`config.mk`:
```
export PLATFORM = sky130hd
export DESIGN_NAME = mbus_ctrl_wrapper
export DESIGN_NICKNAME = d
export VERILOG_FILES = /design/src/mbus_pkg.sv /design/src/mbus_if.sv /design/src/ctrl_channel_filter.sv /design/src/layer_power_seq.sv /design/src/mbus_ctrl.sv /design/src/mbus_ctrl_wrapper.sv /design/src/mbus_node.sv
export SDC_FILE = /design/constraint.sdc
export NUM_CORES = 1
export LEC_CHECK = 0
export BUFFER_PORTS_ARGS = -buffer_cell sky130_fd_sc_hd__clkbuf_2
export CORE_MARGIN = 3
export CORE_UTILIZATION = 50
export DETAILED_ROUTE_END_ITERATION = 10
export GPL_ROUTABILITY_DRIVEN = 0
export PLACE_DENSITY = 0.77
export SLEW_MARGIN = 20
export SYNTH_ARGS = -nofsm -noshare
export SYNTH_HDL_FRONTEND = slang
export SYNTH_SLANG_ARGS = --single-unit
```
`constraint.sdc`:
```
create_clock -name CLK_EXT -period 5.6 [get_ports CLK_EXT]
set_clock_uncertainty 0.2 [all_clocks]
set_input_delay 0.84 -clock CLK_EXT [delete_from_list [all_inputs] [get_ports CLK_EXT]]
set_output_delay 0.84 -clock CLK_EXT [all_outputs]
set_load 0.01 [all_outputs]
```
`src/mbus_pkg.sv`:
```
package mbus_pkg;

	localparam int ADDR_WIDTH = 8;
	localparam int DATA_WIDTH = 32;
	localparam int FUNC_WIDTH = 4;
	localparam int FRAME_BITS = ADDR_WIDTH + DATA_WIDTH; // Bits after the start bit.

	// Address is prefix in the upper nibble, function in the lower.
	typedef logic [ADDR_WIDTH-1:0] addr_t;
	typedef logic [DATA_WIDTH-1:0] data_t;
	typedef logic [FUNC_WIDTH-1:0] func_t;
	typedef logic [7:0] thresh_t; // Watchdog limit in bus bits.

	localparam func_t CHANNEL_CTRL = 4'd0;

	// Low payload bits of a control broadcast.
	localparam logic [1:0] CMD_WAKE = 2'd1;
	localparam logic [1:0] CMD_SLEEP = 2'd2;

	// Power control line levels.
	localparam logic IO_HOLD = 1'b0;
	localparam logic IO_RELEASE = 1'b1;

endpackage

```
`src/mbus_if.sv`:
```
interface mbus_phy_if;
	logic bit_strobe;
	logic frame_start;
	logic frame_end;
	logic frame_abort;

	modport ctrl (output bit_strobe, output frame_start, output frame_end, output frame_abort);
	modport node (input bit_strobe, input frame_start, input frame_end, input frame_abort);
endinterface

interface mbus_rx_if;
	mbus_pkg::addr_t rx_addr;
	mbus_pkg::data_t rx_data;
	logic rx_req;
	logic rx_broadcast;
	logic rx_ack;

	modport node (output rx_addr, output rx_data, output rx_req, output rx_broadcast,
		input rx_ack);
	modport filter (input rx_addr, input rx_req, input rx_broadcast, output rx_ack);
endinterface

interface mbus_power_if;
	logic power_on;
	logic release_clk;
	logic release_rst;
	logic release_iso;

	modport src (output power_on, output release_clk, output release_rst, output release_iso);
	modport sink (input power_on, input release_clk, input release_rst, input release_iso);
endinterface

```
`src/ctrl_channel_filter.sv`:
```
module ctrl_channel_filter (
	input  logic       CLK_EXT,
	input  logic       RESETn_local,
	input  logic       host_ack,
	output logic       host_req,
	mbus_rx_if.filter  rx
);

	logic ctrl_match;
	logic ctrl_ack; // Local acknowledge for absorbed broadcasts.

	assign ctrl_match = rx.rx_broadcast &&
		(rx.rx_addr[mbus_pkg::FUNC_WIDTH-1:0] == mbus_pkg::CHANNEL_CTRL);

	assign host_req = ctrl_match ? 1'b0 : rx.rx_req;

	always_ff @(posedge CLK_EXT or negedge RESETn_local)
	begin
		if (!RESETn_local)
			ctrl_ack <= 1'b0;
		else
		begin
			if (ctrl_match && rx.rx_req)
				ctrl_ack <= 1'b1;
			if (ctrl_ack && !rx.rx_req)
				ctrl_ack <= 1'b0; // Request gone.
		end
	end

	assign rx.rx_ack = host_ack | ctrl_ack;

	// Absorbed request stays hidden while the node holds it.
	a_ctrl_hidden: assert property (@(posedge CLK_EXT) disable iff (!RESETn_local)
		(rx.rx_req && ctrl_match) |=> !host_req);

endmodule

```
`src/layer_power_seq.sv`:
```
module layer_power_seq (
	input  logic        CLK_EXT,
	input  logic        RESETn_local,
	input  logic        wakeup_proc,
	mbus_power_if.sink  bus_pwr,
	output logic        power_on,
	output logic        release_clk,
	output logic        release_rst,
	output logic        release_iso
);

	typedef enum logic [2:0] {OFF, PWR, CLK, ISO, ON} seq_state_t;

	seq_state_t state;
	logic seq_power_on;
	logic seq_release_clk;
	logic seq_release_iso;
	logic seq_release_rst;

	// One line more per falling edge.
	always_ff @(negedge CLK_EXT or negedge RESETn_local)
	begin
		if (!RESETn_local)
			state <= OFF;
		else
		begin
			case (state)
				OFF: if (wakeup_proc) state <= PWR;
				PWR: state <= CLK;
				CLK: state <= ISO;
				ISO: state <= ON;
				ON: if (!wakeup_proc) state <= OFF;
				default: state <= OFF;
			endcase
		end
	end

	assign seq_power_on = (state != OFF) ? mbus_pkg::IO_RELEASE : mbus_pkg::IO_HOLD;
	assign seq_release_clk = (state == CLK || state == ISO || state == ON) ?
		mbus_pkg::IO_RELEASE : mbus_pkg::IO_HOLD;
	assign seq_release_iso = (state == ISO || state == ON) ?
		mbus_pkg::IO_RELEASE : mbus_pkg::IO_HOLD;
	assign seq_release_rst = (state == ON) ? mbus_pkg::IO_RELEASE : mbus_pkg::IO_HOLD;

	// Either source may release a line.
	assign power_on = seq_power_on | bus_pwr.power_on;
	assign release_clk = seq_release_clk | bus_pwr.release_clk;
	assign release_iso = seq_release_iso | bus_pwr.release_iso;
	assign release_rst = seq_release_rst | bus_pwr.release_rst;

endmodule

```
`src/mbus_ctrl.sv`:
```
module mbus_ctrl (
	input  logic              CLK_EXT,
	input  logic              RESETn_local,
	input  logic              din,
	input  mbus_pkg::thresh_t threshold,
	output logic              clkout,
	mbus_phy_if.ctrl          phy
);

	typedef enum logic [1:0] {IDLE, CLOCKING, DONE} state_t;

	state_t state;
	logic din_s1;
	logic din_s2;
	logic din_prev;
	logic [5:0] bit_cnt; // Bus clock rises, start bit included.
	mbus_pkg::thresh_t wd_cnt; // Strobes seen in this frame.
	logic wd_fire;

	assign wd_fire = phy.bit_strobe && (wd_cnt == threshold) &&
		(wd_cnt < mbus_pkg::thresh_t'(mbus_pkg::FRAME_BITS));

	always_ff @(posedge CLK_EXT or negedge RESETn_local)
	begin
		if (!RESETn_local)
		begin
			state <= IDLE;
			din_s1 <= 1'b1;
			din_s2 <= 1'b1;
			din_prev <= 1'b1;
			clkout <= 1'b0;
			bit_cnt <= '0;
			wd_cnt <= '0;
			phy.bit_strobe <= 1'b0;
			phy.frame_start <= 1'b0;
			phy.frame_end <= 1'b0;
			phy.frame_abort <= 1'b0;
		end
		else
		begin
			din_s1 <= din;
			din_s2 <= din_s1;
			din_prev <= din_s2;
			phy.bit_strobe <= 1'b0;
			phy.frame_start <= 1'b0;
			phy.frame_end <= 1'b0;
			phy.frame_abort <= 1'b0;
			case (state)
				IDLE:
				begin
					// Falling ring data is the start bit.
					if (din_prev && !din_s2)
					begin
						state <= CLOCKING;
						clkout <= 1'b1; // Start bit clock, no strobe.
						bit_cnt <= 6'd1;
						wd_cnt <= '0;
						phy.frame_start <= 1'b1;
					end
				end
				CLOCKING:
				begin
					if (wd_fire)
					begin
						clkout <= 1'b0;
						phy.frame_abort <= 1'b1;
						state <= IDLE;
					end
					else if (clkout)
					begin
						clkout <= 1'b0;
						if (bit_cnt == 6'(mbus_pkg::FRAME_BITS + 1))
						begin
							phy.frame_end <= 1'b1;
							state <= DONE;
						end
					end
					else
					begin
						clkout <= 1'b1;
						phy.bit_strobe <= 1'b1;
						bit_cnt <= bit_cnt + 6'd1;
						wd_cnt <= wd_cnt + 1'b1;
					end
				end
				DONE: state <= IDLE;
				default: state <= IDLE;
			endcase
		end
	end

	a_end_abort_excl: assert property (@(posedge CLK_EXT) disable iff (!RESETn_local)
		!(phy.frame_end && phy.frame_abort));

endmodule

```
`src/mbus_ctrl_wrapper.sv`:
```
module mbus_ctrl_wrapper #(
	parameter logic [3:0] NODE_PREFIX = 4'h5
) (
	input  logic              CLK_EXT,
	input  logic              RESETn_local,
	input  logic              release_rst_from_sleep_ctrl,
	input  logic              clkin,
	output logic              clkout,
	input  logic              din,
	output logic              dout,
	output mbus_pkg::addr_t   rx_addr,
	output mbus_pkg::data_t   rx_data,
	output logic              rx_req,
	input  logic              rx_ack,
	output logic              rx_broadcast,
	output logic              rx_fail,
	input  mbus_pkg::thresh_t threshold,
	input  logic              wakeup_proc,
	output logic              power_on_to_layer_ctrl,
	output logic              release_clk_to_layer_ctrl,
	output logic              release_rst_to_layer_ctrl,
	output logic              release_iso_to_layer_ctrl,
	output logic              sleep_request_to_sleep_ctrl
);

	logic resetn_gated;
	logic ctrl_clk;
	logic node_clkin;

	mbus_phy_if phy_bus ();
	mbus_rx_if rx_bus ();
	mbus_power_if pwr_bus ();

	assign resetn_gated = RESETn_local & ~release_rst_from_sleep_ctrl; // Held while asleep.

	// Ring clock passes through while the controller is idle and low.
	assign node_clkin = ctrl_clk | clkin;

	assign rx_addr = rx_bus.rx_addr;
	assign rx_data = rx_bus.rx_data;
	assign rx_broadcast = rx_bus.rx_broadcast;

	mbus_ctrl u_ctrl (
		.CLK_EXT      (CLK_EXT),
		.RESETn_local (resetn_gated),
		.din          (din),
		.threshold    (threshold),
		.clkout       (ctrl_clk),
		.phy          (phy_bus.ctrl)
	);

	mbus_node #(.NODE_PREFIX(NODE_PREFIX)) u_node (
		.CLK_EXT       (CLK_EXT),
		.RESETn_local  (resetn_gated),
		.clkin         (node_clkin),
		.din           (din),
		.clkout        (clkout),
		.dout          (dout),
		.rx_fail       (rx_fail),
		.sleep_request (sleep_request_to_sleep_ctrl),
		.phy           (phy_bus.node),
		.rx            (rx_bus.node),
		.pwr           (pwr_bus.src)
	);

	ctrl_channel_filter u_filter (
		.CLK_EXT      (CLK_EXT),
		.RESETn_local (resetn_gated),
		.host_ack     (rx_ack),
		.host_req     (rx_req),
		.rx           (rx_bus.filter)
	);

	layer_power_seq u_power_seq (
		.CLK_EXT      (CLK_EXT),
		.RESETn_local (resetn_gated),
		.wakeup_proc  (wakeup_proc),
		.bus_pwr      (pwr_bus.sink),
		.power_on     (power_on_to_layer_ctrl),
		.release_clk  (release_clk_to_layer_ctrl),
		.release_rst  (release_rst_to_layer_ctrl),
		.release_iso  (release_iso_to_layer_ctrl)
	);

endmodule

```
`src/mbus_node.sv`:
```
module mbus_node #(
	parameter logic [3:0] NODE_PREFIX = 4'h5
) (
	input  logic         CLK_EXT,
	input  logic         RESETn_local,
	input  logic         clkin,
	input  logic         din,
	output logic         clkout,
	output logic         dout,
	output logic         rx_fail,
	output logic         sleep_request,
	mbus_phy_if.node     phy,
	mbus_rx_if.node      rx,
	mbus_power_if.src    pwr
);

	logic [mbus_pkg::FRAME_BITS-1:0] shift_reg;
	mbus_pkg::addr_t frame_addr;
	mbus_pkg::data_t frame_data;
	logic [3:0] frame_prefix;
	logic frame_bcast;
	logic frame_match;
	logic ctrl_cmd;
	logic store;

	assign frame_addr = shift_reg[mbus_pkg::FRAME_BITS-1:mbus_pkg::DATA_WIDTH];
	assign frame_data = shift_reg[mbus_pkg::DATA_WIDTH-1:0];
	assign frame_prefix = frame_addr[mbus_pkg::ADDR_WIDTH-1:mbus_pkg::FUNC_WIDTH];
	assign frame_bcast = (frame_prefix == 4'h0);
	assign frame_match = frame_bcast || (frame_prefix == NODE_PREFIX);
	assign ctrl_cmd = frame_bcast &&
		(frame_addr[mbus_pkg::FUNC_WIDTH-1:0] == mbus_pkg::CHANNEL_CTRL);
	assign store = phy.frame_end && frame_match && !rx.rx_req; // Held frame wins.

	assign clkout = clkin; // Ring clock forwarded.

	// Address first, MSB first.
	always_ff @(posedge CLK_EXT)
	begin
		if (phy.frame_start)
			shift_reg <= '0;
		else if (phy.bit_strobe)
			shift_reg <= {shift_reg[mbus_pkg::FRAME_BITS-2:0], din};
	end

	always_ff @(posedge CLK_EXT)
	begin
		if (store)
		begin
			rx.rx_addr <= frame_addr;
			rx.rx_data <= frame_data;
			rx.rx_broadcast <= frame_bcast;
		end
	end

	always_ff @(posedge CLK_EXT or negedge RESETn_local)
	begin
		if (!RESETn_local)
		begin
			rx.rx_req <= 1'b0;
			rx_fail <= 1'b0;
			sleep_request <= 1'b0;
			dout <= 1'b1;
			pwr.power_on <= mbus_pkg::IO_HOLD;
			pwr.release_clk <= mbus_pkg::IO_HOLD;
			pwr.release_rst <= mbus_pkg::IO_HOLD;
			pwr.release_iso <= mbus_pkg::IO_HOLD;
		end
		else
		begin
			dout <= din; // Ring repeater.
			rx_fail <= 1'b0;
			sleep_request <= 1'b0;
			if (rx.rx_req && rx.rx_ack)
				rx.rx_req <= 1'b0;
			if (phy.frame_abort)
				rx_fail <= 1'b1;
			if (phy.frame_end)
			begin
				if (rx.rx_req)
					rx_fail <= 1'b1; // Overrun.
				else if (frame_match)
					rx.rx_req <= 1'b1;
			end
			// Bus power commands.
			if (phy.frame_end && ctrl_cmd && (frame_data[1:0] == mbus_pkg::CMD_WAKE))
			begin
				pwr.power_on <= mbus_pkg::IO_RELEASE;
				pwr.release_clk <= mbus_pkg::IO_RELEASE;
				pwr.release_rst <= mbus_pkg::IO_RELEASE;
				pwr.release_iso <= mbus_pkg::IO_RELEASE;
			end
			if (phy.frame_end && ctrl_cmd && (frame_data[1:0] == mbus_pkg::CMD_SLEEP))
			begin
				pwr.power_on <= mbus_pkg::IO_HOLD;
				pwr.release_clk <= mbus_pkg::IO_HOLD;
				pwr.release_rst <= mbus_pkg::IO_HOLD;
				pwr.release_iso <= mbus_pkg::IO_HOLD;
				sleep_request <= 1'b1;
			end
		end
	end

	a_rx_stable: assert property (@(posedge CLK_EXT) disable iff (!RESETn_local)
		rx.rx_req |=> !rx.rx_req || ($stable(rx.rx_addr) && $stable(rx.rx_data)));

endmodule

```
Word level (Yosys, flattened, before mapping). Index checks and enable logic that the tools add are counted.

Add/sub/neg operators: 2. $mul: 0. Divide/modulo/power cells: 0. Magnitude comparators: 1. Eq/ne operators: 17. Shifts and indexed selects: 0. Multiplexer cells: 46. Bitwise operators: 8. Reduce and logical (&&, ||, !) cells: 32.

Operator list (number): 1-bit 2-to-1 mux (29); 8-bit 2-to-1 mux (3); 6-bit 2-to-1 mux (3); 8-bit one-hot mux with 2 select lines (1); 3-bit one-hot mux with 5 select lines (1); 1-bit logical AND (13); 4-bit zero test (3); 6-bit one-hot mux with 2 select lines (1); 8-bit by 1-bit adder with 8-bit output (second input constant) (1); 8-bit equality test (1); 8-bit by 6-bit less-than comparator with 1-bit output (second input constant) (1); 2-bit 2-to-1 mux (4); 2-bit != test (second input constant) (4); 6-bit by 1-bit adder with 6-bit output (second input constant) (1); 3-bit by 2-bit equality test with 1-bit output (second input constant) (2); 6-bit equality test (second input constant) (1); 3-bit 2-to-1 mux (2); 3-bit by 1-bit != test with 1-bit output (second input constant) (2); 1-bit bitwise OR (6); 2-bit nonzero test (3); 2-bit by 1-bit equality test with 1-bit output (second input constant) (2); 4-bit by 3-bit equality test with 1-bit output (second input constant) (1); 1-bit logical OR (4); 2-bit one-hot mux with 2 select lines (1); 14 further kinds (16).

Register bits after elaboration: 113. Bits in latches: 0. Memory bits (writable): 0. ROM bits: 0. Bits of input ports: 15. Output and inout port bits: 50. Memories: 0.

Logic depth before layout (Yosys ltp). Gate-level depths: netlist of run 1.

Depth in word-level cells: 6. Gate-level depth with buffers: 6. Gate-level depth less buffers: 6.

Hierarchy. From an unflattened synthesis of run 1, not the netlist that was laid out.

Cell total of the unflattened synthesis: 330. Area, all modules: 4354.2 µm².

Modules (own cells, without submodules): mbus_node (times used 1, cells an instance 194, area an instance 2905.3 µm², seq. area each 2158.3 µm²); mbus_ctrl (times used 1, cells an instance 112, area an instance 1204.9 µm², seq. area each 604.3 µm²); layer_power_seq (times used 1, cells an instance 15, area an instance 158.9 µm², seq. area each 75.1 µm²); ctrl_channel_filter (times used 1, cells an instance 7, area an instance 72.6 µm², seq. area each 25.0 µm²); mbus_ctrl_wrapper (times used 1, cells an instance 2, area an instance 12.5 µm², seq. area each 0.0 µm²).

==> metrics.txt, run 1 <==
pwr dens roughly 390 mW/mm2; Yosys warning count 0; Reg power frac 0.448; max_slew headroom 0.426; count of cell types in the netlist between 40 and 50; CTS root buf clkbuf_8; # Post-CTS Setup Buffers 0; Floorplan Core Area a little under 0.008 mm2; clock latency at the later pin of the worst-skew pair around 500 ps; Antenna Nets Post-Route 0; Slowest cell on crit path dfrtn_1; total track usage 0.167; pre-CTS setup slack ~690 ps; Setup violations, final 0; ratio of cells with drive above 1 in the final layout 0.263; Initial Utilization 0.526; clk sink count 113; Hold Path Class reg2reg; Final nets roughly 420; reg2reg setup slack approximately 3000 ps; Synth Flop Type edfxtp_1; number of diodes 0; clock transition at the registers of the reported paths approximately 60 ps; vias around 2700; CP max FO 5; sequential cell area roughly 0.0028 mm2; first-pass GRT wire length roughly 13000 um; Least-Margin Pin Slew ~850 ps; Post-Syn Area per Cell 12.7 um2; synthesized flop and latch total approximately 110; Layout area overhead 24.9%; FF-to-FF path depth 5; row cnt 32; total chip power 2.01 mW; hold_ws roughly 170 ps; clock network fraction of total power 0.510; critical path launch point type flop; number of I/O pins 65; multi-input logic area 0.00128 mm2; Max stage delay on crit path ~480 ps; Worst Setup End Kind primary output; Total Routed Length ~7500 um; Leak Pwr about 2.2 nW; Cells after Synth about 330; Fillers a little under 600; VDD IR-drop max ~0.00030 V; DP HPWL just under 5000 um; hold path start u_ctrl.din_s2; most common cell after layout, fill and taps aside clkbuf_2; Pint 1.56 mW; antenna violations before repair 0; delay-heaviest family, CP flip-flops; Seq/Total Area, Yosys 0.680; DRC Markers 0; final worst slack approximately 260 ps; WHS Endpoint u_ctrl.din_prev; Max-Cap Viols 0; via-per-instance ratio 5.21; per-cell routed wire length between 10 and 15 um; CTS resizes 0; max FFs per register 40; reg-to-reg startpoint u_ctrl.phy.bit_strobe; die area roughly 0.0095 mm2; Critical R2R Capture u_ctrl.bit_cnt[3]; CP required 4560 ps; width of the die around 100 um; Final Hold Vio Count 0; Critical Path, Cell by Cell nor2_1 -> a21oi_1 -> o21ai_0 -> clkbuf_2; Net Sw Frac 0.221; Crit path arrival time 4300 ps; most frequent cells in the layout clkbuf_2 (64), nor2_1 (51), edfxtp_1 (41); Port Buffer Count 64; Bufs and invs on worst path 1; Comb power frac 0.043; initial DRC count 118; chip height 97.3 um; vias in the first global route 2679; unrepaired setup endpoints after global routing no; GRT Residual Overflow 0; Longest Clk Path Bufs 2; Max Slew Vio Count 0; outcome complete, no violations; Setup TNS 0 ps; Synth Cell Area about 0.0042 mm2; Synth Net Count around 350; level count of the clock H-tree 4; Worst Setup Path Type reg2out; TritonCTS Buffers 17; net switching power approximately 440 uW; number of synthesized flops with an enable pin 41; DR pass1 iterations 4; fraction of registers with async set/reset 0.283; largest net degree at the start of global routing 42; Hold Path Depth 0; hold buffer count at cts 0; CTS tree yes
[per-layer routing]
layer / part of all wire / wire length (um) / global-route usage
met5: 0 / 0 / 0
met3: 0.062 / 461 / 0.0596
met4: 0.0045 / 34 / 0.0607
met2: 0.49 / 3700 / 0.273
met1: 0.44 / 3290 / 0.205
[how the worst max path moves through the flow]
stage	startpoint	to	depth (start not counted)	slack (ps)
finish	u_power_seq.state[1]	release_clk_to_layer_ctrl	4	260
global route	u_power_seq.state[1]	release_clk_to_layer_ctrl	4	100
CTS	u_power_seq.state[1]	release_clk_to_layer_ctrl	4	220
detailed placement	u_power_seq.state[1]	release_clk_to_layer_ctrl	4	690
global placement	u_power_seq.state[1]	release_clk_to_layer_ctrl	4	780
floorplan	release_rst_from_sleep_ctrl	u_power_seq.state[0]	1	2
[area by class of cell]
cell class                      instances  share of cell area
Clock inverter                         14              0.0296
Timing Repair Buffer                   69              0.0687
Sequential cell                       113               0.545
Tap cell                              102              0.0245
Clock buffer                           18              0.0822
Multi-Input combinational cell        199               0.247
Inverter                                5             0.00360
[worst reg2reg max path: cells and delay by family, from the launching register on]
family / cells / cell delay [ps]
AO/OA/AOI/OAI: 2 / 370
buffers and inverters: 1 / 530
flip-flops: 1 / 330
AND/OR/NAND/NOR: 2 / 1030
[cell usage after synthesis (6+ instances only)]
cell	n	area, um2
edfxtp_1	41	1230
or3_1	6	37.5
a21oi_1	7	35.0
nor2_1	51	191
clkbuf_1	6	22.5
xnor2_1	7	61.3
o21ai_0	13	65.1
nand3_1	6	30.0
mux2i_1	40	400
nor4_1	8	50.1
nand2_1	17	63.8
dfxtp_1	40	801
dfrtp_1	26	651
[cells by family after synthesis]
group                    after synthesis  synth area share
AO/OA/AOI/OAI                         32            0.0480
XOR/XNOR                               8            0.0168
adder cells (fa/ha/maj)                3           0.00900
buffers and inverters                 15            0.0138
flip-flops                           113             0.680
multiplexers                          40            0.0960
AND/OR/NAND/NOR                      116             0.136
[power by group through the flow]
stage / Clock (mW) / Combinational [mW] / Sequential [mW]
global route: 1.08 / 0.0983 / 0.903
global placement: 0 / 0.0819 / 0.912
CTS: 1.04 / 0.0883 / 0.899
detailed placement: 0 / 0.0867 / 0.915
floorplan: 0 / 0.0552 / 0.909
finish: 1.02 / 0.0857 / 0.899
[metrics by stage]
stage          utilization  cell area (um2)  cells
6_report             0.657             5210    520
5_1_grt              0.657             5210    520
4_1_cts              0.657             5210    520
3_5_place_dp         0.583             4630    488
3_3_place_gp         0.583             4630    488
2_1_floorplan            -             4170    327
Note: power is estimated with default switching activity, not from simulation.
==> inputs of run 2 (changes only) <==
--- a/config.mk
+++ b/config.mk
@@ -5,12 +5,12 @@
 export SDC_FILE = /design/constraint.sdc
 export NUM_CORES = 1
 export LEC_CHECK = 0
-export BUFFER_PORTS_ARGS = -buffer_cell sky130_fd_sc_hd__clkbuf_2
 export CORE_MARGIN = 3
-export CORE_UTILIZATION = 50
+export CORE_UTILIZATION = 55
 export DETAILED_ROUTE_END_ITERATION = 10
+export DONT_BUFFER_PORTS = 1
 export GPL_ROUTABILITY_DRIVEN = 0
-export PLACE_DENSITY = 0.77
+export PLACE_DENSITY = 0.76
 export SLEW_MARGIN = 20
 export SYNTH_ARGS = -nofsm -noshare
 export SYNTH_HDL_FRONTEND = slang
==> run 2 against run 1 <==
  * Cell area down 5.5%
  * Largest power group unchanged
  * Critical endpoint unchanged
  * Cell count is 13% lower
  * Highest routed layer unchanged
  * Total power up 3.4%
  * Critical path type unchanged
  * Die area decreased by 8.5%
==> metrics.txt, run 2 (synthesis gave the netlist of run 1 again) <==
CTS tree yes; chip height 93.1 um; reg-to-reg startpoint u_ctrl.phy.bit_strobe; Pint 1.63 mW; max FFs per register 40; Floorplan Core Area ~0.0073 mm2; row cnt 31; DR pass1 iterations 4; Total Routed Length 7630 um; number of diodes 0; Setup TNS 0 ps; antenna violations before repair 0; vias in the first global route 2524; largest net degree at the start of global routing 42; Max Slew Vio Count 0; clk sink count around 110; TritonCTS Buffers 17; Leak Pwr about 1.9 nW; max_slew headroom 0.407; most common cell after layout, fill and taps aside nor2_1; Final Util 0.675; Least-Margin Pin Slew 881 ps; Longest Clk Path Bufs 2; GRT Residual Overflow 0; Max-Cap Viols 0; Crit path arrival time about 4300 ps; CTS resizes 0; clock latency at the later pin of the worst-skew pair 520 ps; hold_ws 119 ps; DP Area 0.00430 mm2; Net Sw Frac 0.217; ratio of cells with drive above 1 in the final layout 0.130; CP max FO 5; net switching power roughly 450 uW; hold buffer count at cts 0; DP HPWL roughly 4400 um; number of I/O pins 65; WHS Endpoint u_node.dout; initial DRC count a little over 80; Inst Count DP 421; Initial Utilization 0.572; FF-to-FF path depth 5; pwr dens ~420 mW/mm2; unrepaired setup endpoints after global routing no; clock transition at the registers of the reported paths ~60 ps; total chip power 2.08 mW; Reg power frac 0.433; Finished Layout Cells 453; per-cell routed wire length between 15 and 20 um; DRC Markers 0; width of the die 93.1 um; Setup violations, final 0; Layout area overhead 18.1%; total track usage 0.193; final worst slack approximately 280 ps; VDD IR-drop max 0.000303 V; Hold Path Class in2reg; Critical R2R Capture u_ctrl.bit_cnt[3]; die area roughly 0.0087 mm2; Comb power frac 0.032; Critical path origin u_power_seq.state[1]; CTS root buf clkbuf_8; vias between 2000 and 3000; hold path start din; # Post-CTS Setup Buffers 0; via-per-instance ratio about 5.6; Final Hold Vio Count 0; most frequent cells in the layout nor2_1 (51), edfxtp_1 (41), mux2i_1 (40), dfxtp_1 (40), dfrtp_1 (25); reg2reg setup slack around 3000 ps; first-pass GRT wire length approximately 13000 um; CP required roughly 4600 ps; clock network fraction of total power 0.535; Worst Setup End Kind primary output; level count of the clock H-tree 4; pre-CTS setup slack about 750 ps; Hold Path Depth 0; critical path launch point type flop; Antenna Nets Post-Route 0; Port Buffer Count 0; Worst Setup Path Type reg2out; Finished Cell Area approximately 0.0049 mm2; outcome complete, no violations; Final nets roughly 360
run 2: cell types whose count changed in the layout (fill, tap and decap cells not counted):
cell / delta
clkinv_2: -1
clkbuf_2: -64
clkinv_4: -2
bufinv_16: +2
clkinvlp_4: +2
clkbuf_8: -1
run 2: power groups by stage:
stage	Clock [mW]	Combinational (mW)	Sequential (mW)
6_report	1.11	0.0656	0.900
3_3_place_gp	0	0.0615	0.912
2_1_floorplan	0	0.0552	0.909
3_5_place_dp	0	0.0662	0.914
5_1_grt	1.17	0.0756	0.904
4_1_cts	1.13	0.0666	0.900
run 2: how the worst max path moves through the flow:
| stage | to | depth (start not counted) | slack, ps |
|---|---|---|---|
| floorplan | u_power_seq.state[0] | 1 | 2 |
| global placement | release_clk_to_layer_ctrl | 3 | 820 |
| detailed placement | release_clk_to_layer_ctrl | 3 | 750 |
| CTS | release_clk_to_layer_ctrl | 3 | 270 |
| global route | release_clk_to_layer_ctrl | 3 | 200 |
| finish | release_clk_to_layer_ctrl | 3 | 280 |
run 2: worst max-delay path, stage by stage, from the launching register on:
cell     delay, ps
dfrtn_1        490
nor2_1         100
a21oi_1        240
o21ai_0        210
run 2: cell type report:
class,instances,area [um2]
clock buffer,17,414
tap,99,124
timing repair buffer,5,37.5
clock inverter,15,206
inverter,5,18.8
sequential,113,2840
fill,539,2370
multi-input combinational,199,1280
run 2: per-layer routing:
metal	GRT usage	wire (um)	vias up
met4	0.111	168	0
li1	-	-	1208
met3	0.0595	411	17
met2	0.302	3800	78
met1	0.237	3250	1222
met5	0	0	-
==> inputs of run 3 (changes only) <==
--- a/config.mk
+++ b/config.mk
@@ -10,7 +10,9 @@
 export DETAILED_ROUTE_END_ITERATION = 10
 export DONT_BUFFER_PORTS = 1
 export GPL_ROUTABILITY_DRIVEN = 0
-export PLACE_DENSITY = 0.76
+export MAX_ROUTING_LAYER = met4
+export PLACE_DENSITY = 0.73
+export SETUP_SLACK_MARGIN = 0.1
 export SLEW_MARGIN = 20
 export SYNTH_ARGS = -nofsm -noshare
 export SYNTH_HDL_FRONTEND = slang
==> constraint.sdc (replaced) <==
create_clock -name CLK_EXT -period 5.95 [get_ports CLK_EXT]
set_clock_uncertainty 0.2 [all_clocks]
set_input_delay 0.8925 -clock CLK_EXT [delete_from_list [all_inputs] [get_ports CLK_EXT]]
set_output_delay 0.8925 -clock CLK_EXT [all_outputs]
set_load 0.01 [all_outputs]
==> run 3 against run 2 <==
  * Register-to-register slack better by 370 ps
  * First-iteration DRC count is 30% higher
  * Core utilization is 0.19 points lower
==> metrics.txt, run 3 (synthesis gave the netlist of run 1 again) <==
chip height approximately 93 um; Hold Path Class reg2reg; final worst slack around 450 ps; CTS tree yes; Worst Setup End Kind primary output; Finished Layout Cells ~450; Floorplan Core Area around 0.0073 mm2; row cnt 31; pwr dens about 390 mW/mm2; Worst Setup Path Type reg2out; DRC Markers 0; clock latency at the later pin of the worst-skew pair a little under 500 ps; FF-to-FF path depth 5; Crit path arrival time 4410 ps; DR pass1 iterations 4; initial DRC count around 110; Port Buffer Count 0; Setup violations, final 0; Critical R2R Capture u_ctrl.wd_cnt[4]; VDD IR-drop max around 0.00024 V; Finished Cell Area a little under 0.005 mm2; per-cell routed wire length 16.3 um; clk sink count around 110; max_slew headroom 0.436; Longest Clk Path Bufs 2; Hold Path Depth 0; via-per-instance ratio ~5.5; die area slightly below 0.009 mm2; Leak Pwr between 1.5 and 2 nW; CP max FO 5; level count of the clock H-tree 4; DP HPWL around 4500 um; reg2reg setup slack 3360 ps; first-pass GRT wire length 12500 um; # Post-CTS Setup Buffers 0; CP required around 4900 ps; met1 Resource Use GR 0.231; Least-Margin Pin Slew 838 ps; Max Slew Vio Count 0; vias 2514; TritonCTS Buffers 17; GRT Residual Overflow 0; WHS Endpoint u_ctrl.din_prev; clock transition at the registers of the reported paths 60 ps; hold path start u_ctrl.din_s2; Final Hold Vio Count 0; reg-to-reg startpoint u_ctrl.phy.bit_strobe; Antenna Nets Post-Route 0; number of diodes 0; most common cell after layout, fill and taps aside nor2_1; hold_ws about 170 ps; DP Area 0.00430 mm2; met2 Use GR 0.297; ratio of cells with drive above 1 in the final layout 0.130; most frequent cells in the layout nor2_1 (51), edfxtp_1 (41), mux2i_1 (40), dfxtp_1 (40), dfrtp_1 (25); met3 Use GR 0.0756; antenna violations before repair 0; critical path launch point type flop; vias in the first global route 2516; number of I/O pins between 60 and 70; max FFs per register 40; Max-Cap Viols 0; CTS resizes 0; outcome complete, no violations; hold buffer count at cts 0; Setup TNS 0 ps; Total Routed Length 7380 um; Fillers 531; Final nets approximately 360; unrepaired setup endpoints after global routing no; pre-CTS setup slack about 900 ps; Layout area overhead 17.7%; total track usage 0.196; CTS root buf clkbuf_8; most used routing layer in global routing met2; width of the die 93.1 um; largest net degree at the start of global routing between 40 and 50; Inst Count DP roughly 420; Initial Utilization 0.572
## run 3: changes by cell type in the layout (fill, tap and decap cells not counted)
cell / delta
inv_8: +1
clkbuf_8: +1
clkinvlp_4: -3
bufinv_16: -1
clkinv_2: +1
inv_6: -1
clkinv_4: +2
## run 3: worst max path at each step
| stage | start | endpoint | slack [ps] |
|---|---|---|---|
| after global routing | u_power_seq.state[1] | release_clk_to_layer_ctrl | 330 |
| after detailed placement | u_power_seq.state[1] | release_clk_to_layer_ctrl | 880 |
| after floorplan | release_rst_from_sleep_ctrl | u_power_seq.state[0] | 120 |
| after global placement | u_power_seq.state[1] | release_clk_to_layer_ctrl | 940 |
| final | u_power_seq.state[1] | release_clk_to_layer_ctrl | 450 |
| after CTS | u_power_seq.state[1] | release_clk_to_layer_ctrl | 420 |
## run 3: where the power goes
part | total (mW) | leakage [nW] | switching [mW] | internal, mW
registers | 0.846 | 1.15 | 0.0221 | 0.824
clock network | 1.02 | 0.294 | 0.363 | 0.656
logic | 0.0609 | 0.492 | 0.0381 | 0.0227
## run 3: critical path, stage by stage, from the launching register on
cell	delay, ps
dfrtn_1	480
nor2_1	100
a21oi_1	220
o21ai_0	200
## run 3: layout make-up
cell class / instances / area (um2) / area share
multi-input cells: 199 / 1280 / 0.262
flip-flops and latches: 113 / 2840 / 0.578
clock buffers: 18 / 428 / 0.0872
repair buffers: 5 / 37.5 / 0.00765
clock inverters: 14 / 179 / 0.0365
well taps: 99 / 124 / 0.0252
inverters: 5 / 18.8 / 0.00382
## run 3: layer usage
| layer | share of wire | vias to the layer above |
|---|---|---|
| li1 | - | 1206 |
| met1 | 0.43 | 1217 |
| met2 | 0.49 | 79 |
| met3 | 0.051 | 12 |
| met4 | 0.019 | 0 |
| met5 | 0 | - |
## run 3: per-stage QoR
stage / util / power (mW)
4_1_cts: 0.673 / 1.94
2_1_floorplan: - / 0.907
3_3_place_gp: 0.590 / 0.916
5_1_grt: 0.673 / 1.99
6_report: 0.673 / 1.93
3_5_place_dp: 0.590 / 0.923
